`config.mk`:
```
export PLATFORM = sky130hd
export DESIGN_NAME = rd_result
export DESIGN_NICKNAME = d
export VERILOG_FILES = /design/src/source/bridge_pkg.sv /design/src/source/rd_result.sv
export VERILOG_INCLUDE_DIRS = /design/src /design/src/source
export SDC_FILE = /design/constraint.sdc
export NUM_CORES = 1
export LEC_CHECK = 0
export ABC_CLOCK_PERIOD_IN_PS = 800
export BUFFER_PORTS_ARGS = -buffer_cell sky130_fd_sc_hd__buf_2
export CORE_ASPECT_RATIO = 1.75
export CORE_MARGIN = 10
export CORE_UTILIZATION = 40
export DETAILED_ROUTE_END_ITERATION = 6
export PLACE_DENSITY = 0.77
export SETUP_SLACK_MARGIN = 0.2
export SLEW_MARGIN = 20
export SYNTH_ARGS = -nofsm -noshare
export SYNTH_HDL_FRONTEND = slang
export SYNTH_SLANG_ARGS = --single-unit
```
`constraint.sdc`:
```
create_clock -name clk -period 0.8 [get_ports clk]
set_input_delay 0.04 -clock clk [delete_from_list [all_inputs] [get_ports clk]]
set_output_delay 0.04 -clock clk [all_outputs]
set_load 0.01 [all_outputs]
```
`src/source/bridge_cfg.svh`:
```
// widths, memory size and RAM timing for the chip to memory bridge
// include wherever a width or the RAM depth is needed
`ifndef BRIDGE_CFG_SVH
`define BRIDGE_CFG_SVH

// ==============================
// data path
// ==============================

// one chip word, also one memory word
`define BRIDGE_DATA_W 64

// ==============================
// memory
// ==============================

// word address, byte address adds 3 low bits
`define BRIDGE_ADDR_W 10

// full array, address wraps at the top
`define BRIDGE_MEM_DEPTH (1 << `BRIDGE_ADDR_W)

// cycles between strobe and ack, stands in for board DDR
`define BRIDGE_WAIT_STATES 2

`endif

```
`src/source/bridge_pkg.sv`:
```
// shared types of the bridge: data and address vectors, decode states
// import inside module bodies, use scoped names in port lists
`default_nettype none

`include "bridge_cfg.svh"

package bridge_pkg;

    // ==============================
    // vectors
    // ==============================

    // chip and memory data word
    typedef logic [`BRIDGE_DATA_W-1:0] data_t;

    // word address into the RAM
    typedef logic [`BRIDGE_ADDR_W-1:0] word_addr_t;

    // wishbone byte address, word address shifted by 3
    typedef logic [`BRIDGE_ADDR_W+2:0] wb_addr_t;

    // ==============================
    // decode states
    // ==============================

    typedef enum logic [2:0] {
        MODE_IDLE  = 3'd0,  // waiting for a command pulse
        MODE_CMD   = 3'd1,  // ready for the command word
        MODE_WRITE = 3'd2,  // chip streams words into memory
        MODE_READ  = 3'd3,  // memory streams words to chip
        MODE_DRAIN = 3'd4   // end seen, last cycle finishing
    } xfer_mode_e;

endpackage

`default_nettype wire

```
`src/source/rd_result.sv`:
```
// one-word read buffer between the wishbone master and the chip
// holds the word stable until the chip takes it, flush empties it
`default_nettype none

module rd_result (
    input  wire                 clk,
    input  wire                 rst_n,
    input  wire                 i_rd_done,
    input  bridge_pkg::data_t   i_rd_data,
    input  wire                 i_flush,
    input  wire                 i_dat_rdy,
    output bridge_pkg::data_t   o_dat,
    output logic                o_dat_vld,
    output logic                o_buf_full
);

    import bridge_pkg::*;

    data_t buf_q;
    logic  full_q;

    // ==============================
    // occupancy
    // ==============================

    // flush wins over a read landing the same edge
    // new word only arrives while empty
    always_ff @(posedge clk or negedge rst_n) begin
        if (!rst_n) begin
            full_q <= 1'b0;
        end else if (i_flush) begin
            full_q <= 1'b0;
        end else if (i_rd_done) begin
            full_q <= 1'b1;
        end else if (full_q && i_dat_rdy) begin
            // chip took the word
            full_q <= 1'b0;
        end
    end

    // ==============================
    // word store
    // ==============================

    always_ff @(posedge clk) begin
        if (i_rd_done) begin
            buf_q <= i_rd_data;
        end
    end

    // valid and full are one flag
    assign o_dat      = buf_q;
    assign o_dat_vld  = full_q;
    assign o_buf_full = full_q;

endmodule

`default_nettype wire

```
==> results of run 1 <==
==> sequential cells by signal, summed over array words and instances (netlist names) <==
name        count
o_buf_full      1
o_dat          64
==> per-stage QoR <==
step | std cells | hold slack, ns | TNS [ns] | setup WS (ns)
final | 342 | -0.0105 | -5.36 | -0.106
after global routing | 342 | -0.0227 | -8.12 | -0.147
after global placement | 256 | -0.184 | 0 | 0.0968
after CTS | 339 | -0.0484 | -6.81 | -0.142
after detailed placement | 256 | -0.184 | 0 | 0.0799
after floorplan | 69 | -0.256 | 0 | 0.143
==> cell families after synthesis <==
logic type             share of synthesized area [%]
AO/OA/AOI/OAI                                  0.444
buffers and inverters                          0.571
flip-flops                                      98.7
AND/OR/NAND/NOR                                0.317
==> placed cells by master, fill, tap and decap left out <==
cell	Yosys	layout
a21oi_2	1	1
buf_12	0	2
buf_2	0	134
buf_4	1	1
buf_6	0	1
bufinv_16	0	1
clkbuf_1	0	2
clkbuf_8	0	9
clkinv_1	0	3
clkinv_2	0	1
dfrtp_1	1	1
diode_2	0	2
dlygate4sd3_1	0	27
dlymetal6s4s_1	0	39
edfxtp_1	64	64
inv_1	1	1
nand2b_4	0	1
==> cell usage after synthesis, drive strengths merged <==
| master | count |
|---|---|
| nand2b | 1 |
| edfxtp | 64 |
| dfrtp | 1 |
| inv | 1 |
| a21oi | 1 |
| buf | 1 |
==> routing by layer <==
layer	track usage (%)	vias up	wire (µm)
li1	-	706	-
met1	12.7	741	1830
met2	30.6	75	4200
met3	5.60	21	457
met4	11.5	0	290
met5	0	-	0
==> layout make-up <==
cell class | count | area, µm²
diodes | 2 | 5.00
clock buffers | 11 | 131
clock inverters | 5 | 46.3
fillers | 266 | 1040
inverters | 1 | 3.75
multi-input cells | 2 | 22.5
flip-flops and latches | 65 | 1950
well taps | 52 | 65.1
repair buffers | 204 | 1490
==> power breakdown <==
group | leakage, nW | internal [W] | switching (W)
sequential | 0.639 | 0.00404 | 0.0000684
combinational | 1.19 | 0.000565 | 0.000448
clock | 0.0898 | 0.00140 | 0.00109
==> final timing paths <==
| path | to | start |
|---|---|---|
| worst max-delay path | o_dat[24] | o_dat[24]$_DFFE_PP_ |
| worst min-delay path | o_buf_full$_DFFE_PN0P_ | i_dat_rdy |
| worst max register to register | o_buf_full$_DFFE_PN0P_ | o_buf_full$_DFFE_PN0P_ |
| worst min register to register | o_buf_full$_DFFE_PN0P_ | o_buf_full$_DFFE_PN0P_ |
| max in group asynchronous | o_buf_full$_DFFE_PN0P_ | rst_n |
| min in group asynchronous | o_buf_full$_DFFE_PN0P_ | rst_n |
==> repair_timing <==
action / in CTS / in global routing
pin swaps: 1 / 0
buffers inserted: 1 / 1
gates resized for setup: 2 / 39
endpoints found under the setup margin: 67 / 106
endpoints found under the hold margin: 66 / 1
==> worst register-to-register path, stage by stage, from the launching register on <==
cell and delay, ns:
dfrtp_1 0.39, buf_4 0.14, buf_6 0.11, nand2b_4 0.05
a21oi_2 0.06
==> metrics.md, run 1 <==
| Metric | Value |
|---|---|
| Final Wtd Congestion | 0.714 |
| Post-detailed-route count of antenna-violating nets | 0 |
| Clk slew on worst S/H paths | 0.07 ns |
| Worst setup EP type | output pin |
| Max FO, Critical Path | 1 |
| Startpoint Class | register |
| Largest net degree at the start of global routing | 34 |
| Routed WL per cell | 19.8 µm |
| PnR worst setup slack | -0.106 ns |
| HP Class | input port to register |
| Min Tclk post-route | 0.906 ns |
| Warnings from Yosys | 0 |
| Max cap viols | 0 |
| Post-synthesis instance total | 69 |
| Total grt overflow | 0 |
| Status | complete, but fails checks |
| DRT iter0 DRCs | 67 |
| Global-route wire length before repair | about 9.7 mm |
| Crit-path cells | buf_2 |
| Total leakage power | 1.92 nW |
| Critical path depth in cells | 1 |
| R2r worst-path depth | 4 |
| Area grow syn2layout | 88.0% |
| DP Wirelength | 4.33 mm |
| Synthesized area | 1970 µm² |
| Max incr delay on CP | 0.37 ns |
| Synth top area share | 97.4% |
| Worst path slowest cell | edfxtp_1 |
| Dpl cell area | 2740 µm² |
| DRT Wirelength | 6.77 mm |
| CP top delay family | flip-flops |
| Failing checks | negative hold slack, negative setup slack |
| Syn_area_per_cell | 28.6 µm² |
| Clock Skews | 0 ns |
| Yosys reg bits | 65 |
| Crit path DAT | about 0.87 ns |
| Unrepaired setup endpoints after global routing | true |
| Yosys top cell by area | edfxtp_1 |
| Max-slew violation count | 0 |
| Initial antenna violation count | 2 |
| Number of global-route vias before repair | 1794 |
| CTS HTree Levels | 3 |
| Share of layout cells above drive strength 1 | 52.4% |
| TritonCTS clock tree | done |
| Period utilization | 113% |
| CP Buf/Inv Count | 1 |
| Reg2Reg Setup Slack | -0.06 ns |
| Inserted Clock Buffers | 9 |
| Die Width | 73.1 µm |
| Worst EP required | 0.76 ns |
| Design Area, Final | 3710 µm² |
| Core Area | 4750 µm² |
| Unique masters post-synth | 6 |
| I/O pin count | ~140 |
| Max Clk Rate | 1.10 GHz |
| Port Buffers | 134 |
| Synth area leaders | edfxtp_1 (97%), dfrtp_1 (1.3%), a21oi_2 (0.44%), buf_4 (0.38%), nand2b_1 (0.32%) |
| Final nets | 352 |
| Root Driver | clkbuf_8 |
| Slew @ Worst Pin | between 0.15 and 0.2 ns |
| Router iterations before antenna repair | 4 |
| Vias per cell | 4.51 |
| Cell row count | 33 |
| CTS Hold Buffers Added | between 60 and 70 |
| Kind of critical path | register to output pin |
| Setup violators final | 67 |
| Hold Path Depth | 3 |
| Die area | 8250 µm² |
| Final hold slack | -0.0105 ns |
| Power per Cell Area | slightly above 2000 nW/µm² |
| Final Util | 78.1% |
| Final hold violation count | 1 |
| Vias | 1543 |
| Syn nets | 138 |
| CTS Sinks | 65 |
| Die height | between 100 and 150 µm |
| Register area share after synthesis | 98.7% |
| GRT Total Usage | approximately 16% |
| DRC Markers | 0 |
| Maximum vdd drop | 0.00189 V |
| Pwr Total | 0.00761 W |
| Worst skew pair latency | about 0.32 ns |
| Slew Limit Headroom | 88.3% |
| Clock Path Buffers | 2 |
| Initial Util | 41.6% |
(Power assumes the default switching activity.)
==> run 2, diff against run 1 <==
--- a/config.mk
+++ b/config.mk
@@ -6,10 +6,9 @@
 export SDC_FILE = /design/constraint.sdc
 export NUM_CORES = 1
 export LEC_CHECK = 0
-export ABC_CLOCK_PERIOD_IN_PS = 800
+export ABC_CLOCK_PERIOD_IN_PS = 1000
 export BUFFER_PORTS_ARGS = -buffer_cell sky130_fd_sc_hd__buf_2
 export CORE_ASPECT_RATIO = 1.75
-export CORE_MARGIN = 10
 export CORE_UTILIZATION = 40
 export DETAILED_ROUTE_END_ITERATION = 6
 export PLACE_DENSITY = 0.77
==> constraint.sdc (replaced) <==
create_clock -name clk -period 1 [get_ports clk]
set_input_delay 0.05 -clock clk [delete_from_list [all_inputs] [get_ports clk]]
set_output_delay 0.05 -clock clk [all_outputs]
set_load 0.01 [all_outputs]
==> run 2 against run 1 <==
  * The run now ends clean
  * Setup slack improved by 0.17 ns
  * Power fell by 17%
  * Final cell count is 0.88% lower
  * Via count fell by 3.8%
  * Critical path depth unchanged
  * Register-to-register slack improved by 0.40 ns
  * Critical path type unchanged
  * Critical endpoint is now o_dat[12]
  * Largest power group unchanged
==> metrics.md, run 2 (same netlist as run 1, synthesis figures left out) <==
| Metric | Value |
|---|---|
| Crit path DAT | 0.89 ns |
| DRT Wirelength | approximately 5.4 mm |
| Max cap viols | 0 |
| Max FO, Critical Path | 1 |
| Initial Util | 41.9% |
| Inserted Clock Buffers | 9 |
| Area grow syn2layout | 84.5% |
| Final nets | 351 |
| Diode count | 0 |
| Port Buffers | 134 |
| HP Class | input port to async pin |
| R2r worst-path depth | 2 |
| Layout Cells excl Fill | 339 |
| Clock Path Buffers | 2 |
| Final hold violation count | 0 |
| Status | finished clean |
| Max incr delay on CP | 0.41 ns |
| DR top layer | met4 |
| Global-route wire length before repair | 7.47 mm |
| Reg2reg start | o_buf_full$_DFFE_PN0P_ |
| Power per Cell Area | 1740 nW/µm² |
| Slew Limit Headroom | 87.1% |
| DRC Markers | 0 |
| Worst skew pair latency | between 0.3 and 0.4 ns |
| TritonCTS clock tree | done |
| Root Driver | clkbuf_8 |
| GRT Total Usage | ~22% |
| CTS HTree Levels | 3 |
| Initial antenna violation count | 0 |
| Final Wtd Congestion | 0.735 |
| Share of layout cells above drive strength 1 | 52.6% |
| Min Tclk post-route | approximately 0.94 ns |
| Max-slew violation count | 0 |
| Worst path slowest cell | edfxtp_1 |
| Worst EP required | about 0.95 ns |
| Setup violators final | 0 |
| Reg2Reg Setup Slack | 0.34 ns |
| Crit-path cells | buf_2 |
| Die Width | 55.1 µm |
| Routed wl met3 | about 290 µm |
| Router iterations before antenna repair | 4 |
| CP top delay family | flip-flops |
| Startpoint Class | register |
| Number of global-route vias before repair | about 1600 |
| Dpl cell area | ~2700 µm² |
| Unrepaired setup endpoints after global routing | true |
| Postcts setup bufs | 0 |
| Metal2 WL | 3.33 mm |
| Core Area | 4710 µm² |
| Clk slew on worst S/H paths | 0.07 ns |
| Commonest cells after routing, fill and taps aside | buf_2 (131), dlygate4sd3_1 (67), edfxtp_1 (64) |
| Slew @ Worst Pin | 0.193 ns |
| Die area | 5230 µm² |
| Reg2reg end | o_buf_full$_DFFE_PN0P_ |
| Max Clk Rate | between 1 and 1.5 GHz |
| Period utilization | 94.0% |
| I/O pin count | 135 |
| Final TNS setup | 0 ns |
| Maximum vdd drop | roughly 0.0022 V |
| Design Area, Final | between 3000 and 4000 µm² |
| Vias per cell | 4.38 |
| CTS Sinks | 65 |
| Number of flip-flops under the largest register name | 64 |
| Commonest non-fill, non-tap cell in the layout | buf_2 |
| Die height | 94.9 µm |
| DP Cell Count | 256 |
| Largest net degree at the start of global routing | 38 |
| Total leakage power | 1.59 nW |
| Cell row count | 33 |
| Kind of critical path | register to output pin |
| CP Buf/Inv Count | 1 |
| Vias | 1484 |
| Total grt overflow | 0 |
| Worst setup EP type | output pin |
| Clock Skews | 0 ns |
| DRT iter0 DRCs | 28 |
| Post-detailed-route count of antenna-violating nets | 0 |
| Routed WL per cell | 16.0 µm |
| Met1 wire length | 1.67 mm |
[run 2: changes by cell type in the layout (fill, tap and decap cells not counted), sizes merged]
| cell | change |
|---|---|
| buf | -2 |
| bufinv | +1 |
| clkbuf | -2 |
| clkinvlp | +1 |
| diode | -2 |
| dlygate4sd3 | +40 |
| dlymetal6s4s | -39 |
[run 2: power breakdown]
part / internal, W / switching, W
logic: 0.000427 / 0.000328
clock network: 0.00138 / 0.000927
registers: 0.00323 / 0.0000618
[run 2: per-stage QoR]
step | util (%) | worst slack, ns | hold WS (ns) | power, W
final | 77.3 | 0.0601 | 0.0234 | 0.00635
after global routing | 77.3 | 0.0112 | 0.0104 | 0.00657
after CTS | 76.9 | 0.0674 | 0.00461 | 0.00635
after detailed placement | 58.2 | 0.247 | -0.174 | 0.00387
after global placement | 58.2 | 0.268 | -0.174 | 0.00384
after floorplan | - | 0.336 | -0.246 | 0.00348
[run 2: final cells by class]
cell class | count | area, µm²
Clock buffer | 9 | 124
Clock inverter | 7 | 85.1
Fill cell | 291 | 1070
Inverter | 1 | 3.75
Multi-Input combinational cell | 2 | 15.0
Sequential cell | 65 | 1950
Tap cell | 52 | 65.1
Timing Repair Buffer | 203 | 1400
[run 2: how the worst max path moves through the flow]
stage | to | cells after the start | startpoint
2_1_floorplan | o_buf_full$_DFFE_PN0P_ | 2 | o_buf_full$_DFFE_PN0P_
4_1_cts | o_dat[3] | 1 | o_dat[3]$_DFFE_PP_
3_3_place_gp | o_dat[0]$_DFFE_PP_ | 2 | i_rd_done
6_report | o_dat[12] | 1 | o_dat[12]$_DFFE_PP_
3_5_place_dp | o_dat[20]$_DFFE_PP_ | 2 | i_rd_done
5_1_grt | o_dat[12] | 1 | o_dat[12]$_DFFE_PP_
[run 2: timing repair]
action | 4_1_cts | 5_1_grt
endpoints found under the hold margin | 66 | 0
resized for setup | 0 | 3
endpoints found under the setup margin | 66 | 66
hold buffers | 67 | 0
[run 2: metal layers]
layer,global-route usage (%),up-vias
met4,11.7,0
met1,19.2,699
li1,-,702
met5,0,-
met3,8.37,12
met2,41.1,71
