## config.mk

```make
export PLATFORM = sky130hd
export DESIGN_NAME = wb_execute
export DESIGN_NICKNAME = d
export VERILOG_FILES = /design/src/source/bridge_pkg.sv /design/src/source/wb_execute.sv
export VERILOG_INCLUDE_DIRS = /design/src /design/src/source
export SDC_FILE = /design/constraint.sdc
export NUM_CORES = 1
export LEC_CHECK = 0
export BUFFER_PORTS_ARGS = -buffer_cell sky130_fd_sc_hd__buf_2
export CORE_AREA = 2 2 114 116
export DETAILED_ROUTE_END_ITERATION = 6
export DIE_AREA = 0 0 116 118
export PLACE_DENSITY_LB_ADDON = 0.15
export SLEW_MARGIN = 20
export SYNTH_ARGS = -nofsm -noshare
export SYNTH_HDL_FRONTEND = slang
export SYNTH_SLANG_ARGS = --single-unit
```

## constraint.sdc

```tcl
create_clock -name clk -period 1.73 [get_ports clk]
set_input_delay 0.346 -clock clk [delete_from_list [all_inputs] [get_ports clk]]
set_output_delay 0.346 -clock clk [all_outputs]
set_load 0.02 [all_outputs]
```

## src/source/bridge_cfg.svh

```systemverilog
// widths, memory size and RAM timing for the chip to memory bridge
// include wherever a width or the RAM depth is needed
`ifndef BRIDGE_CFG_SVH
`define BRIDGE_CFG_SVH

// ==============================
// data path
// ==============================

// one chip word, also one memory word
`define BRIDGE_DATA_W 64

// ==============================
// memory
// ==============================

// word address, byte address adds 3 low bits
`define BRIDGE_ADDR_W 10

// full array, address wraps at the top
`define BRIDGE_MEM_DEPTH (1 << `BRIDGE_ADDR_W)

// cycles between strobe and ack, stands in for board DDR
`define BRIDGE_WAIT_STATES 2

`endif

```

## src/source/bridge_pkg.sv

```systemverilog
// shared types of the bridge: data and address vectors, decode states
// import inside module bodies, use scoped names in port lists
`default_nettype none

`include "bridge_cfg.svh"

package bridge_pkg;

    // ==============================
    // vectors
    // ==============================

    // chip and memory data word
    typedef logic [`BRIDGE_DATA_W-1:0] data_t;

    // word address into the RAM
    typedef logic [`BRIDGE_ADDR_W-1:0] word_addr_t;

    // wishbone byte address, word address shifted by 3
    typedef logic [`BRIDGE_ADDR_W+2:0] wb_addr_t;

    // ==============================
    // decode states
    // ==============================

    typedef enum logic [2:0] {
        MODE_IDLE  = 3'd0,  // waiting for a command pulse
        MODE_CMD   = 3'd1,  // ready for the command word
        MODE_WRITE = 3'd2,  // chip streams words into memory
        MODE_READ  = 3'd3,  // memory streams words to chip
        MODE_DRAIN = 3'd4   // end seen, last cycle finishing
    } xfer_mode_e;

endpackage

`default_nettype wire

```

## src/source/wb_execute.sv

```systemverilog
// wishbone classic master: word address counter, write data register,
// one cycle per write word and read prefetch while the buffer has room
`default_nettype none

`include "bridge_cfg.svh"

module wb_execute (
    input  wire                     clk,
    input  wire                     rst_n,
    input  bridge_pkg::xfer_mode_e  i_mode,
    input  bridge_pkg::word_addr_t  i_base_addr,
    input  wire                     i_load,
    input  wire                     i_wr_accept,
    input  bridge_pkg::data_t       i_wr_data,
    input  wire                     i_buf_full,
    output logic                    o_busy,
    output logic                    o_rd_done,
    output bridge_pkg::data_t       o_rd_data,
    output logic                    o_wb_cyc,
    output logic                    o_wb_stb,
    output logic                    o_wb_we,
    output bridge_pkg::wb_addr_t    o_wb_adr,
    output bridge_pkg::data_t       o_wb_dat,
    input  bridge_pkg::data_t       i_wb_dat,
    input  wire                     i_wb_ack
);

    import bridge_pkg::*;

    word_addr_t addr_q;
    data_t      wr_data_q;
    logic       cyc_q;
    logic       we_q;
    logic       rd_start;
    logic       cyc_end;

    // ==============================
    // cycle control
    // ==============================

    // prefetch only with room in the result buffer
    assign rd_start = (i_mode == MODE_READ) && !cyc_q && !i_buf_full;

    // ack sampled, cycle closes on this edge
    assign cyc_end = cyc_q && i_wb_ack;

    always_ff @(posedge clk or negedge rst_n) begin
        if (!rst_n) begin
            cyc_q <= 1'b0;
            we_q  <= 1'b0;
        end else if (cyc_end) begin
            cyc_q <= 1'b0;
        end else if (i_wr_accept) begin
            cyc_q <= 1'b1;
            we_q  <= 1'b1;
        end else if (rd_start) begin
            cyc_q <= 1'b1;
            we_q  <= 1'b0;
        end
    end

    // payload, held until ack
    always_ff @(posedge clk) begin
        if (i_wr_accept) begin
            wr_data_q <= i_wr_data;
        end
    end

    // ==============================
    // word address counter
    // ==============================

    always_ff @(posedge clk or negedge rst_n) begin
        if (!rst_n) begin
            addr_q <= '0;
        end else if (i_load) begin
            addr_q <= i_base_addr;
        end else if (cyc_end) begin
            // wrap at top of memory
            if (addr_q == word_addr_t'(`BRIDGE_MEM_DEPTH - 1)) begin
                addr_q <= '0;
            end else begin
                addr_q <= addr_q + 1'b1;
            end
        end
    end

    // ==============================
    // outputs
    // ==============================

    assign o_wb_cyc = cyc_q;
    assign o_wb_stb = cyc_q;
    assign o_wb_we  = we_q;
    // byte address, 8 bytes per word
    assign o_wb_adr = {addr_q, 3'b000};
    assign o_wb_dat = wr_data_q;
    assign o_busy   = cyc_q;

    // a read that lands after the chip ended the transfer is dropped here
    assign o_rd_done = cyc_end && !we_q && (i_mode == MODE_READ);
    assign o_rd_data = i_wb_dat;

endmodule

`default_nettype wire

```

==> impl_results.md, run 1 <==
- Final hold violation count: 0
- Starting Density: 25.3%
- Synthesized area per cell: 14.6 um^2
- Power density cells: 1180 mW/mm^2
- Layout Cells excl Fill: 500
- Leading cell types by count after synthesis: buf_4, edfxtp_1, dfrtp_1, nand2_1
- DRT Pass-1 Iters: 4
- Count leader, synth: buf_4
- Worst hold path endpoint: o_wb_dat[54]
- WL final: 7720 um
- Worst-case reg-to-reg path depth: 4
- Root Driver: clkbuf_16
- Synth warn: 0
- Total inserted antenna cells: 0
- Vias: 2002
- Final Slew Violations: 0
- CP endpoint kind: output port
- Inst Count DP: 483
- Clk_skew: 0.00445 ns
- Worst EP arrival: 1.25 ns
- Die X: 116 um
- GRT busiest layer: met2
- FF-to-FF Start: addr_q[0]
- Initial antenna violation count: 0
- Vias in the first global route: 1990
- Synthesized cell area: 0.00315 mm^2
- Prevailing post-synth register cell: edfxtp_1
- Residual DRC: 0
- Routability cong.: 0.786
- Top post-synthesis cells by area: edfxtp_1, buf_4, dfrtp_1
- HP Start: i_wr_data[54]
- Layout cell share with drive strength beyond 1: 55.8%
- Max_cap viols: 0
- Largest net degree at the start of global routing: 67
- Peak Freq: 627 MHz
- Post-synth EDFFs: 64
- Synth-to-layout area growth: 27.1%
- Synth Register Bits: 76
- Ratio of final minimum period to clock period: 92.2%
- CTS clock-pin slew for the worst setup and hold paths: 0.06 ns
- Min Clock Period, post-route: 1.59 ns
- Placed inst area: 0.00369 mm^2
- Leakage power: 1.70 nW
- Worst-Skew Late Latency: 0.34 ns
- M1 GR Usage: 11.7%
- CORE AREA: 0.0124 mm^2
- R2r endpoint: addr_q[3]
- DR iter-0 viols: 157
- Fillers: 1314
- PortBufs: 161
- DR WL/cell: 15.4 um
- Number of I/O pins: 293
- Syn Inst Count: 216
- Cell variety after synth: 29
- First-pass GRT wire length: 11000 um
- Endpoints failing setup: 0
- GRT Resource Usage Total: 11.0%
- CTS tree: done
- Final net count: 471
- Synth area leader: edfxtp_1
- CP max FO: 10
- H-tree depth: 3
- RSZ-0062 raised after global routing: false
- CP startpoint kind: flip-flop
- VDD IR-drop max: 0.000331 V
- Met3 Use GR: 5.97%
- Routed vias/inst: 4.00
- CTS sink count: 76
- Detailed Place HPWL: 5920 um
- Area of the die: 0.0137 mm^2
- Hold crit path type: input pin to flip-flop
- Post-Layout Inst Area: 0.00400 mm^2
- Inserted Clock Buffers: 9
- Reg-to-reg slack, setup: 0.23 ns
- M2 GR Usage: 17.1%
- Die Ht: 118 um
- Num rows: 41
- Detail Route Antenna Nets: 0
- Worst Path Required: 1.38 ns
- Setup TNS: 0 ns
- Synth top area share: 61.1%
- CTS max path bufs: 2
- Async set-reset flop share out of synthesis: 15.8%
- Status: finished, final reports clean
- Hold Crit Depth: 1
- Critical path class: flip-flop to output port
- Grt ovf: 0
- Post-CTS Setup Bufs: 0
- Register area share after synthesis: 70.6%
- Final core occ: 32.2%
-- worst max-delay path by stage --
stage                   start   endpoint  slack (ns)  cells past startpoint
CTS                    o_busy  o_rd_done        0.07                      3
global route           o_busy  o_rd_done        0.05                      3
finish                 o_busy  o_rd_done        0.14                      3
detailed placement  addr_q[0]  addr_q[3]        0.24                      4
global placement    addr_q[0]  addr_q[3]        0.26                      4
floorplan           addr_q[0]  addr_q[3]        0.08                      4
-- sequential cells by signal (all words and copies together), names as in the netlist --
signal / cells
addr_q: 10
o_busy: 1
o_wb_we: 1
o_wb_dat: 64
-- what timing repair did --
action	in CTS	in global routing
hold buffers	1	0
gates resized for setup	2	1
endpoints found under the setup margin	1	1
endpoints found under the hold margin	12	0
cloned	0	0
-- report_power, final --
part | internal [mW] | total, mW | switching [mW]
registers | 2.15 | 2.22 | 0.0654
clock network | 1.12 | 1.85 | 0.732
logic | 0.231 | 0.640 | 0.409
-- metrics by stage --
step,setup slack (ns),power (mW),hold WS [ns]
after detailed placement,0.237,2.90,0.248
after floorplan,0.0754,2.80,0.0504
final,0.135,4.71,0.181
after CTS,0.0716,4.78,0.162
after global placement,0.259,2.90,0.258
after global routing,0.0493,4.94,0.155
-- critical path, stage by stage, from the launching register on --
cell and delay, ns:
dfrtp_2 0.45, nand2_4 0.11, nor3_1 0.16, buf_2 0.20
-- placed cells by master (no fill, tap or decap), drive strengths merged --
master and instances:
nor4 1, nand2b 1, o221ai 1, nor3 4, clkinvlp 2, edfxtp 64, xnor2 1, clkinv 2
a22o 1, nand3 7, o31a 1, and4 1, o311a 1, xor2 3, nor2b 4, dlygate4sd3 1
inv 1, o21ai 8, a21oi 8, o21a 1, bufinv 1, nand4 6, dfrtp 12, clkbuf 10
or3 1, buf 165, and3 1, nand2 10, nor2 2, ha 1, and2 2, conb 3
nand3b 1
-- kinds of logic (layout without fill, tap and decap cells) --
logic type / Yosys count / in the layout / share of synthesized area, %
fa+ha+maj: 1 / 1 / 0.398
xor+xnor: 4 / 4 / 1.11
other cells: 1 / 3 / 0.119
flops: 76 / 76 / 70.6
simple gates: 41 / 41 / 6.96
buf+inv: 72 / 182 / 16.8
compound gates: 21 / 21 / 3.94
-- final cells by class --
type | instances | area [um^2] | share of cell area (%)
clock buffer | 10 | 229 | 5.73
clock inverter | 6 | 63.8 | 1.60
multi-input combinational | 70 | 409 | 10.2
sequential | 76 | 2220 | 55.6
tap | 172 | 215 | 5.38
timing repair buffer | 166 | 858 | 21.5
-- per-layer routing --
layer / part of all wire, % / wire length (um) / up-vias
li1: - / - / 918
met1: 38 / 2940 / 915
met5: 0 / 0 / -
met4: 2.8 / 213 / 0
met3: 12 / 950 / 26
met2: 47 / 3620 / 143
No activity file was read; power rests on OpenSTA's default activity.
==> run 2: changes to the inputs <==
- ABC_AREA: unset -> 1
==> impl_results.md, run 2 <==
- Mux cell area share after synthesis: 0% (unchanged)
- Worst EP arrival: 1.22 ns (was 1.25 ns)
- Simple-Gate Fraction of Synth Area: 6.52% (was 6.96%)
- Count leader, synth: buf_4 (unchanged)
- Peak Freq: 639 MHz (was 627 MHz)
- Number of I/O pins: 293 (unchanged)
- DR WL/cell: 15.6 um (was 15.4 um)
- Synth Register Bits: 76 (unchanged)
- Die Ht: 118 um (unchanged)
- Post-Synth XOR/XNOR Area: 0.825% (was 1.11%)
- Vias in the first global route: 1954 (was 1990)
- CTS sink count: 76 (unchanged)
- Power share of the clock group: 38.4% (was 39.3%)
- Detailed Place HPWL: 6210 um (was 5920 um)
- Post-Synth Adder-Cell Area: 0.393% (was 0.398%)
- Root Driver: clkbuf_16 (unchanged)
- Inserted Clock Buffers: 9 (unchanged)
- Leading cell types by count after synthesis: buf_4, edfxtp_1, nand2_1, inv_1, dfrtp_1 (was buf_4, edfxtp_1, dfrtp_1, nand2_1)
- Worst-Skew Late Latency: 0.33 ns (was 0.34 ns)
- Dominant combinational cell family by area after synthesis: buffers and inverters (unchanged)
- Power density cells: 1170 mW/mm^2 (was 1180 mW/mm^2)
- CTS clock-pin slew for the worst setup and hold paths: 0.06 ns (about the same)
- Worst-case reg-to-reg path depth: 8 (was 4)
- Setup TNS: 0 ns (unchanged)
- CP endpoint kind: output port (unchanged)
- Sw frac: 25.8% (was 25.6%)
- Final Slew Violations: 0 (unchanged)
- Logic pwr share: 14.5% (was 13.6%)
- Status: finished, final reports clean (unchanged)
- Vias: 2017 (was 2002)
- Total chip power: 4.73 mW (was 4.71 mW)
- Prevailing post-synth register cell: edfxtp_1 (unchanged)
- CP startpoint kind: flip-flop (unchanged)
- RSZ-0062 raised after global routing: false (unchanged)
- Largest net degree at the start of global routing: 67 (unchanged)
- Post-synth EDFFs: 64 (unchanged)
- Critical path class: flip-flop to output port (unchanged)
- Max_cap viols: 0 (unchanged)
- Synthesized area per cell: 13.9 um^2 (was 14.6 um^2)
- Async set-reset flop share out of synthesis: 15.8% (unchanged)
- Switching pwr: 1.22 mW (was 1.21 mW)
- Leakage power: 1.80 nW (was 1.70 nW)
- Hold crit path type: input pin to flip-flop (unchanged)
- Final Hold Slack: 0.187 ns (was 0.181 ns)
- PortBufs: 161 (unchanged)
- CP max FO: 5 (was 10)
- Starting Density: 25.7% (was 25.3%)
- Cell variety after synth: 24 (was 29)
- Final net count: 487 (was 471)
- Synth warn: 0 (unchanged)
- DRT Pass-1 Iters: 4 (unchanged)
- Post-synthesis compound-gate area fraction: 4.36% (was 3.94%)
- Area of the die: 0.0137 mm^2 (unchanged)
- DR iter-0 viols: 143 (was 157)
- Grt ovf: 0 (unchanged)
- Synth top area share: 60.3% (was 61.1%)
- CTS max path bufs: 2 (unchanged)
- Internal power: 3.51 mW (was 3.50 mW)
- Endpoints failing setup: 0 (unchanged)
- Seq pwr share: 47.1% (about the same)
- Register area share after synthesis: 69.8% (was 70.6%)
- Largest register FFs: 64 (unchanged)
- Worst Path Required: 1.38 ns (about the same)
- Synth area leader: edfxtp_1 (unchanged)
- WL final: 8070 um (was 7720 um)
- Residual DRC: 0 (unchanged)
- Top post-synthesis cells by area: edfxtp_1, buf_4, dfrtp_1 (unchanged)
- Hold Crit Depth: 1 (unchanged)
- Die X: 116 um (unchanged)
- Num rows: 41 (unchanged)
- Initial antenna violation count: 0 (unchanged)
- Layout cell share with drive strength beyond 1: 54.7% (was 55.8%)
- Ratio of final minimum period to clock period: 90.5% (was 92.2%)
- Min Clock Period, post-route: 1.57 ns (was 1.59 ns)
- Fillers: 1281 (was 1314)
- GRT Resource Usage Total: 11.3% (was 11.0%)
- Commonest non-fill, non-tap cell in the layout: buf_2 (unchanged)
- Synthesized cell area: 0.00319 mm^2 (was 0.00315 mm^2)
- CTS tree: done (unchanged)
- Synth-to-layout area growth: 26.9% (was 27.1%)
- Final hold violation count: 0 (unchanged)
- Detail Route Antenna Nets: 0 (unchanged)
- VDD IR-drop max: 0.000353 V (was 0.000331 V)
- Routed vias/inst: 3.91 (was 4.00)
- Footprint of the multi-input gates: 399 um^2 (was 409 um^2)
- First-pass GRT wire length: 11200 um (was 11000 um)
- CORE AREA: 0.0124 mm^2 (unchanged)
- Syn Inst Count: 229 (was 216)
- H-tree depth: 3 (unchanged)
- Most frequent cells in the layout: buf_2, edfxtp_1, nand2_1, inv_1, dfrtp_1 (was buf_2, edfxtp_1, dfrtp_1, nand2_1, clkbuf_16)
- Total inserted antenna cells: 0 (unchanged)
- Routability cong.: 0.774 (was 0.786)
- Clk_skew: 0.00207 ns (was 0.00445 ns)
- Register area: 0.00222 mm^2 (about the same)
## run 2: cell count changes after synthesis, moves of 3 or more
cell / change
inv_1: +13
nand2_1: +9
a21oi_1: -6
nand4_1: -5
o21bai_1: +5
nand3_1: +4
nor2_1: +4
nor2b_1: -4
nor3_1: -4
a22o_1: +3
## run 2: logic make-up (layout without fill, tap and decap cells)
logic type / Yosys count / in the layout
flops: 76 / 76
simple gates: 43 / 43
xor+xnor: 3 / 3
compound gates: 21 / 21
other cells: 1 / 3
fa+ha+maj: 1 / 1
buf+inv: 84 / 197
## run 2: final timing paths
path / from / endpoint / slack, ns
setup reg to reg: addr_q[0] / addr_q[1] / 0.25
setup / recovery: o_busy / o_rd_done / 0.16
max in group asynchronous: rst_n / addr_q[8] / 1.05
hold / removal: i_wr_data[35] / o_wb_dat[35] / 0.19
min in group asynchronous: rst_n / addr_q[7] / 0.44
hold reg to reg: o_wb_we / o_wb_we / 0.53
## run 2: routing by layer
| layer | GRT usage, % | part of all wire [%] | vias up |
|---|---|---|---|
| met4 | 4.46 | 2.5 | 0 |
| met1 | 11.5 | 37 | 920 |
| met5 | 0 | 0 | - |
| li1 | - | - | 935 |
| met3 | 7.52 | 14 | 29 |
| met2 | 18.2 | 47 | 133 |
## run 2: power groups by stage
stage / clock, mW / combinational, mW / sequential, mW
final: 1.81 / 0.686 / 2.23
after global routing: 1.96 / 0.747 / 2.25
after global placement: 0 / 0.693 / 2.27
after floorplan: 0 / 0.363 / 2.48
after CTS: 1.89 / 0.702 / 2.23
after detailed placement: 0 / 0.688 / 2.27
## run 2: layout make-up
cell class | count | share of cell area [%]
Timing Repair Buffer | 167 | 21.5
Tap cell | 172 | 5.33
Multi-Input combinational cell | 71 | 9.88
Sequential cell | 76 | 55.0
Clock buffer | 10 | 5.67
Inverter | 14 | 1.30
Clock inverter | 6 | 1.36
## run 2: through the flow
stage          utilization [%]  cell area, um^2  std cells  setup WS (ns)
2_1_floorplan                -             3190        231          0.264
3_3_place_gp              30.1             3730        498          0.247
3_5_place_dp              30.1             3730        498          0.230
4_1_cts                   32.5             4040        516         0.0807
5_1_grt                   32.6             4040        516         0.0461
6_report                  32.6             4040        516          0.165
## run 2: worst max-delay path, stage by stage (launching register included)
cell,delay [ns]
dfrtp_1,0.36
nand2_2,0.09
inv_1,0.08
nand3_1,0.09
nor2_1,0.11
buf_4,0.15
## run 2: what timing repair did
item                                   in CTS  in global routing
setup endpoints to repair                   1                  1
resized for setup                           0                  2
endpoints found under the hold margin      12                  0
buffers inserted                            1                  0
hold buffers                                1                  0
