`config.mk`:
```
export PLATFORM = sky130hd
export DESIGN_NAME = cmd_decode
export DESIGN_NICKNAME = d
export VERILOG_FILES = /design/src/source/bridge_pkg.sv /design/src/source/cmd_decode.sv
export VERILOG_INCLUDE_DIRS = /design/src /design/src/source
export SDC_FILE = /design/constraint.sdc
export NUM_CORES = 1
export LEC_CHECK = 0
export BUFFER_PORTS_ARGS = -buffer_cell sky130_fd_sc_hd__buf_2
export CORE_UTILIZATION = 17
export CTS_CLUSTER_SIZE = 14
export DETAILED_ROUTE_END_ITERATION = 12
export PLACE_DENSITY = 0.76
export SLEW_MARGIN = 10
export SYNTH_ARGS = -nofsm -noshare
export SYNTH_HDL_FRONTEND = slang
export SYNTH_SLANG_ARGS = --single-unit
```
`constraint.sdc`:
```
create_clock -name clk -period 1.3 [get_ports clk]
set_input_delay 0.13 -clock clk [delete_from_list [all_inputs] [get_ports clk]]
set_output_delay 0.13 -clock clk [all_outputs]
set_load 0.01 [all_outputs]
```
`src/source/bridge_cfg.svh`:
```
// widths, memory size and RAM timing for the chip to memory bridge
// include wherever a width or the RAM depth is needed
`ifndef BRIDGE_CFG_SVH
`define BRIDGE_CFG_SVH

// ==============================
// data path
// ==============================

// one chip word, also one memory word
`define BRIDGE_DATA_W 64

// ==============================
// memory
// ==============================

// word address, byte address adds 3 low bits
`define BRIDGE_ADDR_W 10

// full array, address wraps at the top
`define BRIDGE_MEM_DEPTH (1 << `BRIDGE_ADDR_W)

// cycles between strobe and ack, stands in for board DDR
`define BRIDGE_WAIT_STATES 2

`endif

```
`src/source/bridge_pkg.sv`:
```
// shared types of the bridge: data and address vectors, decode states
// import inside module bodies, use scoped names in port lists
`default_nettype none

`include "bridge_cfg.svh"

package bridge_pkg;

    // ==============================
    // vectors
    // ==============================

    // chip and memory data word
    typedef logic [`BRIDGE_DATA_W-1:0] data_t;

    // word address into the RAM
    typedef logic [`BRIDGE_ADDR_W-1:0] word_addr_t;

    // wishbone byte address, word address shifted by 3
    typedef logic [`BRIDGE_ADDR_W+2:0] wb_addr_t;

    // ==============================
    // decode states
    // ==============================

    typedef enum logic [2:0] {
        MODE_IDLE  = 3'd0,  // waiting for a command pulse
        MODE_CMD   = 3'd1,  // ready for the command word
        MODE_WRITE = 3'd2,  // chip streams words into memory
        MODE_READ  = 3'd3,  // memory streams words to chip
        MODE_DRAIN = 3'd4   // end seen, last cycle finishing
    } xfer_mode_e;

endpackage

`default_nettype wire

```
`src/source/cmd_decode.sv`:
```
// chip-side transfer FSM: takes the command word, drives ready and the
// per-word accept, load and flush strobes for the rest of the bridge
`default_nettype none

`include "bridge_cfg.svh"

module cmd_decode (
    input  wire                     clk,
    input  wire                     rst_n,
    input  wire                     i_cmd_vld,
    input  bridge_pkg::data_t       i_dat,
    input  wire                     i_dat_vld,
    input  wire                     i_busy,
    output logic                    o_dat_rdy,
    output bridge_pkg::xfer_mode_e  o_mode,
    output bridge_pkg::word_addr_t  o_base_addr,
    output logic                    o_load,
    output logic                    o_wr_accept,
    output logic                    o_flush
);

    import bridge_pkg::*;

    xfer_mode_e mode_q;
    xfer_mode_e mode_d;
    logic       dat_take;

    // ==============================
    // handshake
    // ==============================

    // ready in cmd, or in write while no cycle is open
    // write gets back-pressure for every word this way
    assign o_dat_rdy = (mode_q == MODE_CMD) ||
                       ((mode_q == MODE_WRITE) && !i_busy);

    // word moves on this edge
    assign dat_take = i_dat_vld && o_dat_rdy;

    // command word taken, execute loads its counter
    assign o_load = (mode_q == MODE_CMD) && dat_take;

    // base address sits above the direction bit
    assign o_base_addr = i_dat[1 +: `BRIDGE_ADDR_W];

    // one pulse per write word handed to execute
    assign o_wr_accept = (mode_q == MODE_WRITE) && dat_take;

    // chip ends a read, prefetched word is dropped
    assign o_flush = (mode_q == MODE_READ) && i_cmd_vld;

    // ==============================
    // transfer FSM
    // ==============================

    always_comb begin
        mode_d = mode_q;
        case (mode_q)
            MODE_IDLE: begin
                if (i_cmd_vld) begin
                    mode_d = MODE_CMD;
                end
            end
            MODE_CMD: begin
                // bit 0 set means chip writes into memory
                if (dat_take) begin
                    mode_d = i_dat[0] ? MODE_WRITE : MODE_READ;
                end
            end
            MODE_WRITE, MODE_READ: begin
                if (i_cmd_vld) begin
                    mode_d = MODE_DRAIN;
                end
            end
            MODE_DRAIN: begin
                // let an open wishbone cycle finish first
                if (!i_busy) begin
                    mode_d = MODE_IDLE;
                end
            end
            default: mode_d = MODE_IDLE;
        endcase
    end

    always_ff @(posedge clk or negedge rst_n) begin
        if (!rst_n) begin
            mode_q <= MODE_IDLE;
        end else begin
            mode_q <= mode_d;
        end
    end

    assign o_mode = mode_q;

endmodule

`default_nettype wire

```
==> tab_implementation.tex, run 1 <==
\begin{tabular}{lr}
\hline
Metric & Value \\
\hline
\multicolumn{2}{l}{\textbf{Run status}} \\
\quad Status & finished, violations left \\
\quad Violations in the final reports & setup timing \\
\multicolumn{2}{l}{\textbf{Timing}} \\
\quad Measured slew at the worst slew-check pin & 0.265 ns \\
\quad Final worst-path setup slack & -0.107 ns \\
\quad Clock tree skew after final layout & 0.00397 ns \\
\quad Setup repair after global routing missed its margin & true \\
\quad Max-slew violation total from the final report & 0 \\
\quad Final clock period utilization by the worst path & 108\% \\
\quad Setup violation total in the final timing report & 2 \\
\quad Worst hold slack across all endpoints & 0.188 ns \\
\quad Relative slew slack & 82.3\% \\
\quad Fmax & 711 MHz \\
\quad Minimum clock period & 1.41 ns \\
\quad Final Hold Viols & 0 \\
\multicolumn{2}{l}{\textbf{Synthesis}} \\
\quad Area of the mapped netlist & 267 um\^{}2 \\
\quad Count of synthesis-stage warnings from yosys & 0 \\
\quad Largest cells by area after synthesis & sky130\_fd\_sc\_hd\_\_buf\_4 28\%, sky130\_fd\_sc\_hd\_\_dfrtp\_1 28\%, sky130\_fd\_sc\_hd\_\_and4bb\_2 4.7\% \\
\quad Library cell with the largest summed area after synthesis & sky130\_fd\_sc\_hd\_\_buf\_4 \\
\quad Synthesized instance count & 28 \\
\quad Flops \& latches, synth & 3 \\
\quad Sequential share of the synthesized area & 28.2\% \\
\quad Syn Nets & 97 \\
\quad Synth unique cells & 16 \\
\quad Average instance area after synthesis & 9.52 um\^{}2 \\
\quad Top cell type's share of synthesized area & 28.2\% \\
\multicolumn{2}{l}{\textbf{Cells and area}} \\
\quad Diode insertion count for antenna repair & 0 \\
\quad Commonest non-fill, non-tap cell in the layout & sky130\_fd\_sc\_hd\_\_buf\_2 \\
\quad Number of nets in the layout & 107 \\
\quad Most frequent cells in the layout & 11 x sky130\_fd\_sc\_hd\_\_buf\_2, 3 x sky130\_fd\_sc\_hd\_\_clkbuf\_4, 3 x sky130\_fd\_sc\_hd\_\_dfrtp\_1 \\
\quad Relative area change from synthesis to final layout & 23.9\% \\
\quad Final Instance Count excl. Fillers & 52 \\
\quad Reg area & 75.1 um\^{}2 \\
\quad Fraction of layout cells with a size suffix above 1 & 54.1\% \\
\quad Layout fillers & 147 \\
\quad Number of flip-flops under the largest register name & 3 \\
\quad Area of the multi-input gates & 115 um\^{}2 \\
\quad Utilization after layout & 23.9\% \\
\multicolumn{2}{l}{\textbf{Placed design}} \\
\quad Placed Cells incl. Taps & 47 \\
\quad Placer congestion estimate & 0.612 \\
\quad Port-buffer cells & 12 \\
\quad Pre-CTS setup slack & 0.0779 ns \\
\quad HPWL Detailed & 440 um \\
\multicolumn{2}{l}{\textbf{CTS}} \\
\quad Source-to-sink clock delay at the later pin of the worst-skew pair & 0.23 ns \\
\quad Cell at the root of the clock tree & sky130\_fd\_sc\_hd\_\_clkbuf\_4 \\
\quad H-Tree Level Count & 1 \\
\quad Number of CTS-inserted buffers & 3 \\
\quad Number of clock sinks seen by CTS & 3 \\
\quad TritonCTS clock tree & done \\
\quad Clk buf depth & 2 \\
\quad Clock Pin Slew Worst Setup and Hold Paths & 0.04 ns \\
\quad Setup fix buffers added after clock tree synthesis & 0 \\
\multicolumn{2}{l}{\textbf{Route}} \\
\quad Routed vias/inst & 4.06 \\
\quad Residual DRC count & 0 \\
\quad Number of vias after detailed routing & 211 \\
\quad Post-DR wirelength/cell & 11.1 um \\
\quad Number of search-and-repair iterations in the first detailed-routing pass & 1 \\
\quad DRC violation total after the first TritonRoute iteration & 0 \\
\quad Routed Wire Length & 577 um \\
\quad Residual antenna-violating net count after detailed routing & 0 \\
\multicolumn{2}{l}{\textbf{Power and ir drop}} \\
\quad Power consumption & 732 uW \\
\quad Peak ir drop on the vdd network & 0.000498 V \\
\quad P\_leak & 0.000153 uW \\
\quad Power per standard cell area & 2220 nW/um\^{}2 \\
\multicolumn{2}{l}{\textbf{GRT}} \\
\quad Total global routing overflow & 0 \\
\quad Initial antenna violation count & 0 \\
\quad Wire length of the first global-routing pass & 841 um \\
\quad Via count of the first global-routing pass & 190 \\
\quad Total routing resource utilization after global routing & 7.27\% \\
\quad Maximum number of pins on one net before global-route repair & 10 \\
\multicolumn{2}{l}{\textbf{Setup path}} \\
\quad Cell chain of the critical path & or3b\_4 -> nor3b\_2 -> buf\_2 \\
\quad Slowest Stage Delay on Critical Path & 0.38 ns \\
\quad Cell at the slowest stage of the critical path & sky130\_fd\_sc\_hd\_\_or3b\_4 \\
\quad Type of the setup path with the least slack & flop to primary output \\
\quad Element type at the critical path start & flop \\
\quad Number of cells on the worst reg-to-reg path & 3 \\
\quad Critical-path maximum fanout & 2 \\
\quad Type of element capturing the critical path & primary output \\
\quad Required time at the endpoint of the critical path & 1.17 ns \\
\quad Worst Path Arrival & 1.28 ns \\
\multicolumn{2}{l}{\textbf{Floorplanning}} \\
\quad Width of the die & 41.6 um \\
\quad Vertical extent of the die & 41.6 um \\
\quad Placeable core region & 1380 um\^{}2 \\
\quad Initial cell density of the core & 19.3\% \\
\quad Area enclosed by the die boundary & 1730 um\^{}2 \\
\quad I/O pin cnt & 86 \\
\quad Standard-cell row count & 13 \\
\multicolumn{2}{l}{\textbf{Run}} \\
\quad Number of violations of the max-capacitance limit & 0 \\
\multicolumn{2}{l}{\textbf{Worst hold path}} \\
\quad Min-Delay Path Depth & 3 \\
\quad Type of the worst min-delay path & input port to flop \\
\hline
\end{tabular}
[through the flow]
| step | cell area, um^2 | setup TNS [ns] |
|---|---|---|
| after floorplan | 267 | 0 |
| after global placement | 285 | 0 |
| after detailed placement | 285 | 0 |
| after CTS | 330 | -0.228 |
| after global routing | 330 | -0.379 |
| final | 330 | -0.187 |
[Yosys cell counts]
cell type,number
sky130_fd_sc_hd__a21oi_1,2
sky130_fd_sc_hd__and4bb_2,1
sky130_fd_sc_hd__buf_4,10
sky130_fd_sc_hd__dfrtp_1,3
sky130_fd_sc_hd__inv_1,1
sky130_fd_sc_hd__nand2_1,1
sky130_fd_sc_hd__nand2b_1,1
sky130_fd_sc_hd__nand3b_1,1
sky130_fd_sc_hd__nand4b_1,1
sky130_fd_sc_hd__nand4bb_1,1
sky130_fd_sc_hd__nor3b_1,1
sky130_fd_sc_hd__nor3b_2,1
sky130_fd_sc_hd__o2111a_1,1
sky130_fd_sc_hd__o21ai_0,1
sky130_fd_sc_hd__or2b_1,1
sky130_fd_sc_hd__or3b_1,1
[cells by family (layout without fill, tap and decap cells)]
group	Yosys count	in the layout	synth area share, %
flip-flops	3	3	28.2
AND/OR/NAND/NOR	10	10	32.4
buffers and inverters	11	20	29.6
AO/OA/AOI/OAI	4	4	9.86
[final timing paths]
path                           start     endpoint  slack, ns
min in group asynchronous      rst_n    o_mode[0]       0.21
hold reg to reg            o_mode[2]    o_mode[1]       0.61
setup / recovery           o_mode[0]  o_wr_accept      -0.11
setup reg to reg           o_mode[1]    o_mode[0]       0.35
max in group asynchronous      rst_n    o_mode[1]       0.98
hold / removal             i_cmd_vld    o_mode[1]       0.19
[worst max-delay path: cells and delay by family, from the launching register on]
kind / cells / cell delay [ns]
buf+inv: 1 / 0.14
flops: 1 / 0.36
simple gates: 2 / 0.53
[per-layer routing]
metal  part of all wire [%]  global-route usage (%)  vias up
met2                     42                    9.06       12
met3                     15                    6.09        2
met1                     43                    6.33       88
met4                   0.35                    9.03        0
li1                       -                       -      109
met5                      0                       0        -
[repair_timing]
action                     4_1_cts  5_1_grt
setup endpoints to repair        3        4
hold endpoints to repair         3        0
hold buffers                     1        0
gates cloned                     0        0
gates resized for setup          2        0
pin swaps                        3        0
[area by class of cell]
class / instances / area share [%]
multi-input cells: 14 / 34.8
repair buffers: 15 / 27.7
flip-flops and latches: 3 / 22.7
clock buffers: 4 / 7.95
well taps: 15 / 5.68
inverters: 1 / 1.14
[report_power, final]
part | leakage, uW | internal [uW] | switching (uW)
Sequential | 0.0000378 | 135 | 36.8
Clock | 0.0000150 | 115 | 48.0
Combinational | 0.000101 | 217 | 180
No activity file was read; power rests on OpenSTA's default activity.
==> run 2, diff against run 1 <==
CORE_MARGIN = 3   (was default)
REMOVE_ABC_BUFFERS = 1   (was default)
==> run 2 against run 1 <==
The run still ends with setup timing left. Sequential power barely moved. Die area rose by 20%. Clock power rose by 5%. Worst setup slack improved by 0.012 ns. Fmax rose by 0.88%. Wire length rose by 62%. Critical path depth did not move. Clock skew fell by 0.00056 ns. First-iteration DRC count rose by 3. Final area rose by 2.7%.
==> tab_implementation.tex, run 2 (synthesized netlist as in run 1, its figures left out) <==
\begin{tabular}{lr}
\hline
Metric & Value \\
\hline
\multicolumn{2}{l}{\textbf{GRT}} \\
\quad Total routing resource utilization after global routing & 9.77\% \\
\quad Via count of the first global-routing pass & 240 \\
\quad Maximum number of pins on one net before global-route repair & 10 \\
\quad Total global routing overflow & 0 \\
\quad Wire length of the first global-routing pass & 1.30 mm \\
\quad Initial antenna violation count & 0 \\
\multicolumn{2}{l}{\textbf{Timing}} \\
\quad Setup violation total in the final timing report & 2 \\
\quad Measured slew at the worst slew-check pin & 0.153 ns \\
\quad Clock tree skew after final layout & 0.00341 ns \\
\quad Max-slew violation total from the final report & 0 \\
\quad Fmax & 717 MHz \\
\quad Minimum clock period & 1.39 ns \\
\quad Final clock period utilization by the worst path & 107\% \\
\quad Final Hold Viols & 0 \\
\quad Final worst-path setup slack & -0.0945 ns \\
\quad Relative slew slack & 89.7\% \\
\quad Setup repair after global routing missed its margin & true \\
\multicolumn{2}{l}{\textbf{Cells and area}} \\
\quad Number of flip-flops under the largest register name & 3 \\
\quad Diode insertion count for antenna repair & 0 \\
\quad Final Instance Count excl. Fillers & 52 \\
\quad Post-layout instance area & 339 um\^{}2 \\
\quad Fraction of layout cells with a size suffix above 1 & 62.2\% \\
\quad Most frequent cells in the layout & 11 x sky130\_fd\_sc\_hd\_\_buf\_2, 3 x sky130\_fd\_sc\_hd\_\_clkbuf\_4 \\
\quad Relative area change from synthesis to final layout & 27.2\% \\
\quad Utilization after layout & 24.5\% \\
\quad Number of nets in the layout & 107 \\
\quad Commonest non-fill, non-tap cell in the layout & sky130\_fd\_sc\_hd\_\_buf\_2 \\
\multicolumn{2}{l}{\textbf{Placed design}} \\
\quad Placed Cells incl. Taps & 47 \\
\quad Placed cell areas & 285 um\^{}2 \\
\quad Pre-CTS setup slack & 0.0930 ns \\
\quad Placer congestion estimate & 0.692 \\
\quad Port-buffer cells & 12 \\
\multicolumn{2}{l}{\textbf{Run status}} \\
\quad Violations in the final reports & setup timing \\
\quad Status & finished, violations left \\
\multicolumn{2}{l}{\textbf{Worst hold path}} \\
\quad Type of the worst min-delay path & input port to flop \\
\quad WHS Endpoint & o\_mode[1] \\
\quad Startpoint of the worst hold path & i\_cmd\_vld \\
\quad Min-Delay Path Depth & 3 \\
\multicolumn{2}{l}{\textbf{CTS}} \\
\quad Clock Pin Slew Worst Setup and Hold Paths & 0.04 ns \\
\quad Clk buf depth & 2 \\
\quad Number of CTS-inserted buffers & 3 \\
\quad TritonCTS clock tree & done \\
\quad Number of clock sinks seen by CTS & 3 \\
\quad Source-to-sink clock delay at the later pin of the worst-skew pair & 0.23 ns \\
\quad H-Tree Level Count & 1 \\
\quad Setup fix buffers added after clock tree synthesis & 0 \\
\quad Cell at the root of the clock tree & sky130\_fd\_sc\_hd\_\_clkbuf\_4 \\
\multicolumn{2}{l}{\textbf{Power and ir drop}} \\
\quad Peak ir drop on the vdd network & 0.000872 V \\
\quad P\_leak & 0.000154 uW \\
\quad Power consumption & 754 uW \\
\quad Switching power & 280 uW \\
\quad Gate power share & 54.2\% \\
\quad Pint & 474 uW \\
\quad Part of the total power dissipated in the clock network & 22.6\% \\
\quad Portion of total power attributed to sequential cells & 23.2\% \\
\quad Switching power share of the total & 37.1\% \\
\quad Power per standard cell area & 2220 nW/um\^{}2 \\
\multicolumn{2}{l}{\textbf{Floorplanning}} \\
\quad Standard-cell row count & 13 \\
\quad I/O pin cnt & 86 \\
\quad Width of the die & 45.6 um \\
\quad Area enclosed by the die boundary & 2080 um\^{}2 \\
\quad Vertical extent of the die & 45.6 um \\
\quad Initial cell density of the core & 19.3\% \\
\quad Placeable core region & 1380 um\^{}2 \\
\multicolumn{2}{l}{\textbf{Setup path}} \\
\quad Element type at the critical path start & flop \\
\quad Type of the setup path with the least slack & flop to primary output \\
\quad Type of element capturing the critical path & primary output \\
\quad Critical-path maximum fanout & 2 \\
\quad Worst flop-to-flop path startpoint & o\_mode[1] \\
\quad R2r setup slk & 0.36 ns \\
\quad Number of cells on the worst reg-to-reg path & 3 \\
\quad Worst Path Arrival & 1.26 ns \\
\quad FF-to-FF End & o\_mode[0] \\
\quad Required time at the endpoint of the critical path & 1.17 ns \\
\multicolumn{2}{l}{\textbf{Route}} \\
\quad Post-DR wirelength/cell & 18.0 um \\
\quad Residual DRC count & 0 \\
\quad Residual antenna-violating net count after detailed routing & 0 \\
\quad Routed vias/inst & 4.50 \\
\quad Number of vias after detailed routing & 234 \\
\quad Routed Wire Length & 934 um \\
\quad Number of search-and-repair iterations in the first detailed-routing pass & 4 \\
\quad DRC violation total after the first TritonRoute iteration & 3 \\
\multicolumn{2}{l}{\textbf{Run}} \\
\quad Number of violations of the max-capacitance limit & 0 \\
\hline
\end{tabular}
==> run 2: changes by cell type in the layout (fill, tap and decap cells not counted) <==
cell	before	now
sky130_fd_sc_hd__nand2_1	1	0
sky130_fd_sc_hd__nor3b_2	1	2
sky130_fd_sc_hd__nand2_2	0	1
sky130_fd_sc_hd__dfrtp_2	0	1
sky130_fd_sc_hd__nor3b_1	1	0
sky130_fd_sc_hd__dfrtp_1	3	2
==> run 2: worst max path at each step <==
stage | cells after the start | endpoint | slack [ns] | startpoint
global route | 3 | o_wr_accept | -0.17 | o_mode[0]
global placement | 3 | o_wr_accept | 0.09 | o_mode[0]
finish | 3 | o_wr_accept | -0.09 | o_mode[0]
floorplan | 2 | o_wr_accept | 0.05 | o_mode[0]
detailed placement | 3 | o_wr_accept | 0.09 | o_mode[0]
CTS | 3 | o_wr_accept | -0.10 | o_mode[0]
==> run 2: critical path: stages, from the launching register on <==
cell	delay (ns)
sky130_fd_sc_hd__dfrtp_1	0.37
sky130_fd_sc_hd__or3b_4	0.38
sky130_fd_sc_hd__nor3b_2	0.14
sky130_fd_sc_hd__buf_2	0.14
==> run 2: per-layer routing <==
| layer | track usage, % | share of wire [%] | vias up |
|---|---|---|---|
| met5 | 0 | 0 | - |
| met4 | 9.36 | 7.3 | 0 |
| met3 | 8.70 | 22 | 12 |
| met2 | 13.6 | 41 | 23 |
| met1 | 8.08 | 30 | 93 |
| li1 | - | - | 106 |
==> run 2: metrics by stage <==
step	hold WS, ns	setup TNS (ns)
4_1_cts	0.176	-0.185
3_3_place_gp	-0.0740	0
2_1_floorplan	-0.166	0
3_5_place_dp	-0.0708	0
5_1_grt	0.217	-0.343
6_report	0.194	-0.174
==> run 2: power groups by stage <==
| stage | sequential (uW) | combinational, uW | clock (uW) |
|---|---|---|---|
| finish | 175 | 409 | 171 |
| global route | 186 | 447 | 188 |
| CTS | 170 | 387 | 176 |
| detailed placement | 170 | 373 | 0 |
| global placement | 170 | 369 | 0 |
| floorplan | 218 | 157 | 0 |
==> run 2: what timing repair did <==
item / CTS / global route
gates cloned: 0 / 0
pin swaps: 2 / 1
endpoints found under the hold margin: 3 / 0
setup endpoints to repair: 2 / 4
hold buffers: 1 / 0
resized for setup: 1 / 4
==> run 2: layout make-up <==
type | count | area, um^2
Fill cell | 148 | 1040
Multi-Input combinational cell | 14 | 123
Timing Repair Buffer | 15 | 91.3
Sequential cell | 3 | 76.3
Clock buffer | 4 | 26.3
Tap cell | 15 | 18.8
Inverter | 1 | 3.75
==> run 3, diff against run 2 <==
CORE_UTILIZATION = 15   (was 17)
PLACE_DENSITY = 0.71   (was 0.76)
clock period = 1.12 ns   (was 1.3 ns; I/O delays follow)
==> run 3 against run 2 <==
Combinational power is 38% higher. Critical path type unchanged. The flow still finishes with violations (setup timing). Critical endpoint unchanged. Total power is 27% higher. First-iteration DRC count is 33% lower.
==> tab_implementation.tex, run 3 (synthesized netlist as in run 1, its figures left out) <==
\begin{tabular}{lr}
\hline
Metric & Value \\
\hline
\multicolumn{2}{l}{\textbf{Run status}} \\
\quad Status & finished, violations left \\
\quad Violations in the final reports & setup timing \\
\multicolumn{2}{l}{\textbf{Timing}} \\
\quad Relative slew slack & 88.5\% \\
\quad Clock tree skew after final layout & 0.00350 ns \\
\quad Final clock period utilization by the worst path & 122\% \\
\quad Measured slew at the worst slew-check pin & 0.173 ns \\
\quad Worst hold slack across all endpoints & 0.192 ns \\
\quad Final worst-path setup slack & -0.251 ns \\
\quad Max-slew violation total from the final report & 0 \\
\quad Minimum clock period & 1.37 ns \\
\quad Total Negative Setup Slacks & -0.695 ns \\
\quad Setup violation total in the final timing report & 4 \\
\quad Fmax & 729 MHz \\
\quad Final Hold Viols & 0 \\
\quad Setup repair after global routing missed its margin & true \\
\multicolumn{2}{l}{\textbf{Setup path}} \\
\quad Element type at the critical path start & flop \\
\quad Slowest Stage Delay on Critical Path & 0.38 ns \\
\quad Type of the setup path with the least slack & flop to primary output \\
\quad Worst Path Arrival & 1.26 ns \\
\quad Cell at the slowest stage of the critical path & sky130\_fd\_sc\_hd\_\_or3b\_4 \\
\quad Required time at the endpoint of the critical path & 1.01 ns \\
\quad Worst path bufs/invs & 1 \\
\quad Cell family with the largest share of critical-path delay & simple AND/OR/NAND/NOR gates \\
\quad Cell chain of the critical path & or3b\_4 -> nor3b\_2 -> buf\_2 \\
\quad Type of element capturing the critical path & primary output \\
\quad Critical-path maximum fanout & 2 \\
\multicolumn{2}{l}{\textbf{CTS}} \\
\quad H-Tree Level Count & 1 \\
\quad Number of CTS-inserted buffers & 3 \\
\quad TritonCTS clock tree & done \\
\quad Clk buf depth & 2 \\
\quad Number of clock sinks seen by CTS & 3 \\
\quad Clock Pin Slew Worst Setup and Hold Paths & 0.03 ns \\
\quad Source-to-sink clock delay at the later pin of the worst-skew pair & 0.23 ns \\
\quad Cell at the root of the clock tree & sky130\_fd\_sc\_hd\_\_clkbuf\_4 \\
\multicolumn{2}{l}{\textbf{Power and ir drop}} \\
\quad P\_leak & 0.000173 uW \\
\quad Pint & 616 uW \\
\quad Power per standard cell area & 2540 nW/um\^{}2 \\
\quad Portion of total power attributed to sequential cells & 21.6\% \\
\quad Switching power share of the total & 35.8\% \\
\quad Peak ir drop on the vdd network & 0.000481 V \\
\quad Switching power & 343 uW \\
\quad Power consumption & 959 uW \\
\quad Part of the total power dissipated in the clock network & 19.4\% \\
\quad Gate power share & 59.0\% \\
\multicolumn{2}{l}{\textbf{Route}} \\
\quad M1 wire length & 310 um \\
\quad DRC violation total after the first TritonRoute iteration & 2 \\
\quad Length of routed met3 wiring & 199 um \\
\quad Total length of routed met2 wires & 318 um \\
\quad Number of vias after detailed routing & 241 \\
\quad Number of search-and-repair iterations in the first detailed-routing pass & 4 \\
\quad Residual DRC count & 0 \\
\quad Residual antenna-violating net count after detailed routing & 0 \\
\quad Post-DR wirelength/cell & 14.2 um \\
\quad Routed Wire Length & 894 um \\
\quad Top layer used by detailed routing & met4 \\
\quad Routed vias/inst & 3.83 \\
\multicolumn{2}{l}{\textbf{Cells and area}} \\
\quad Commonest non-fill, non-tap cell in the layout & sky130\_fd\_sc\_hd\_\_buf\_2 \\
\quad Layout fillers & 186 \\
\quad Most frequent cells in the layout & 11 x sky130\_fd\_sc\_hd\_\_buf\_2, 3 x sky130\_fd\_sc\_hd\_\_clkbuf\_4, 3 x sky130\_fd\_sc\_hd\_\_buf\_6 \\
\quad Relative area change from synthesis to final layout & 41.8\% \\
\quad Diode insertion count for antenna repair & 0 \\
\quad Number of nets in the layout & 109 \\
\quad Final Instance Count excl. Fillers & 63 \\
\quad Number of flip-flops under the largest register name & 3 \\
\quad Fraction of layout cells with a size suffix above 1 & 64.1\% \\
\multicolumn{2}{l}{\textbf{Floorplanning}} \\
\quad Placeable core region & 1590 um\^{}2 \\
\quad Width of the die & 48.2 um \\
\quad Initial cell density of the core & 16.7\% \\
\quad Standard-cell row count & 14 \\
\quad Vertical extent of the die & 48.2 um \\
\quad I/O pin cnt & 86 \\
\quad Area enclosed by the die boundary & 2320 um\^{}2 \\
\multicolumn{2}{l}{\textbf{Placed design}} \\
\quad Placed Cells incl. Taps & 56 \\
\quad Placer congestion estimate & 0.665 \\
\quad Port-buffer cells & 12 \\
\multicolumn{2}{l}{\textbf{Run}} \\
\quad Number of violations of the max-capacitance limit & 0 \\
\multicolumn{2}{l}{\textbf{GRT}} \\
\quad Via count of the first global-routing pass & 237 \\
\quad Total routing resource utilization after global routing & 9.23\% \\
\quad Initial antenna violation count & 0 \\
\quad Maximum number of pins on one net before global-route repair & 10 \\
\quad Total global routing overflow & 0 \\
\quad Wire length of the first global-routing pass & 1.26 mm \\
\multicolumn{2}{l}{\textbf{Worst hold path}} \\
\quad Type of the worst min-delay path & input port to flop \\
\hline
\end{tabular}
==> run 3: cell count changes in the layout (fill, tap and decap cells not counted), sizes merged <==
cell  before  now
buf       14   16
==> run 3: cell type report <==
cell class              instances  area (um^2)  share of cell area, %
clock buffers                   4         26.3                   6.95
inverters                       1         3.75                  0.993
multi-input cells              14          128                   33.8
flip-flops and latches          3         76.3                   20.2
well taps                      24         30.0                   7.95
repair buffers                 17          114                   30.1
==> run 3: worst paths after layout <==
kind | startpoint | to | slack [ns] | cells past startpoint
setup / recovery | o_mode[0] | o_wr_accept | -0.25 | 3
hold / removal | i_cmd_vld | o_mode[2] | 0.19 | 3
setup reg to reg | o_mode[1] | o_mode[0] | 0.06 | 4
hold reg to reg | o_mode[2] | o_mode[1] | 0.55 | 1
max in group asynchronous | rst_n | o_mode[2] | 0.80 | 2
min in group asynchronous | rst_n | o_mode[1] | 0.20 | 2
==> run 3: power groups by stage <==
stage / clock (uW) / combinational [uW] / sequential (uW)
6_report: 186 / 566 / 208
5_1_grt: 210 / 622 / 218
4_1_cts: 196 / 500 / 208
3_5_place_dp: 0 / 436 / 200
3_3_place_gp: 0 / 427 / 197
2_1_floorplan: 0 / 182 / 253
==> run 3: stage by stage <==
| stage | cell area [um^2] | utilization (%) | worst slack [ns] |
|---|---|---|---|
| 5_1_grt | 378 | 23.7 | -0.335 |
| 2_1_floorplan | 191 | - | -0.112 |
| 4_1_cts | 359 | 22.5 | -0.266 |
| 3_3_place_gp | 297 | 18.6 | -0.0619 |
| 6_report | 378 | 23.7 | -0.251 |
| 3_5_place_dp | 297 | 18.6 | -0.0667 |
==> run 3: tightest hold or removal path, stage by stage <==
cell	delay, ns
sky130_fd_sc_hd__buf_2	0.13
sky130_fd_sc_hd__nand2_4	0.07
sky130_fd_sc_hd__o21ai_0	0.06
==> run 3: routing by layer <==
metal / vias to the layer above / global-route usage [%]
li1: 113 / -
met1: 100 / 8.85
met2: 22 / 9.90
met3: 6 / 9.96
met4: 0 / 9.68
met5: - / 0
==> run 3: what timing repair did <==
item | CTS | global route
hold buffers | 1 | 0
buffers inserted | 0 | 2
resized for setup | 7 | 1
setup endpoints to repair | 4 | 4
pin swaps | 4 | 1
hold endpoints to repair | 3 | 0
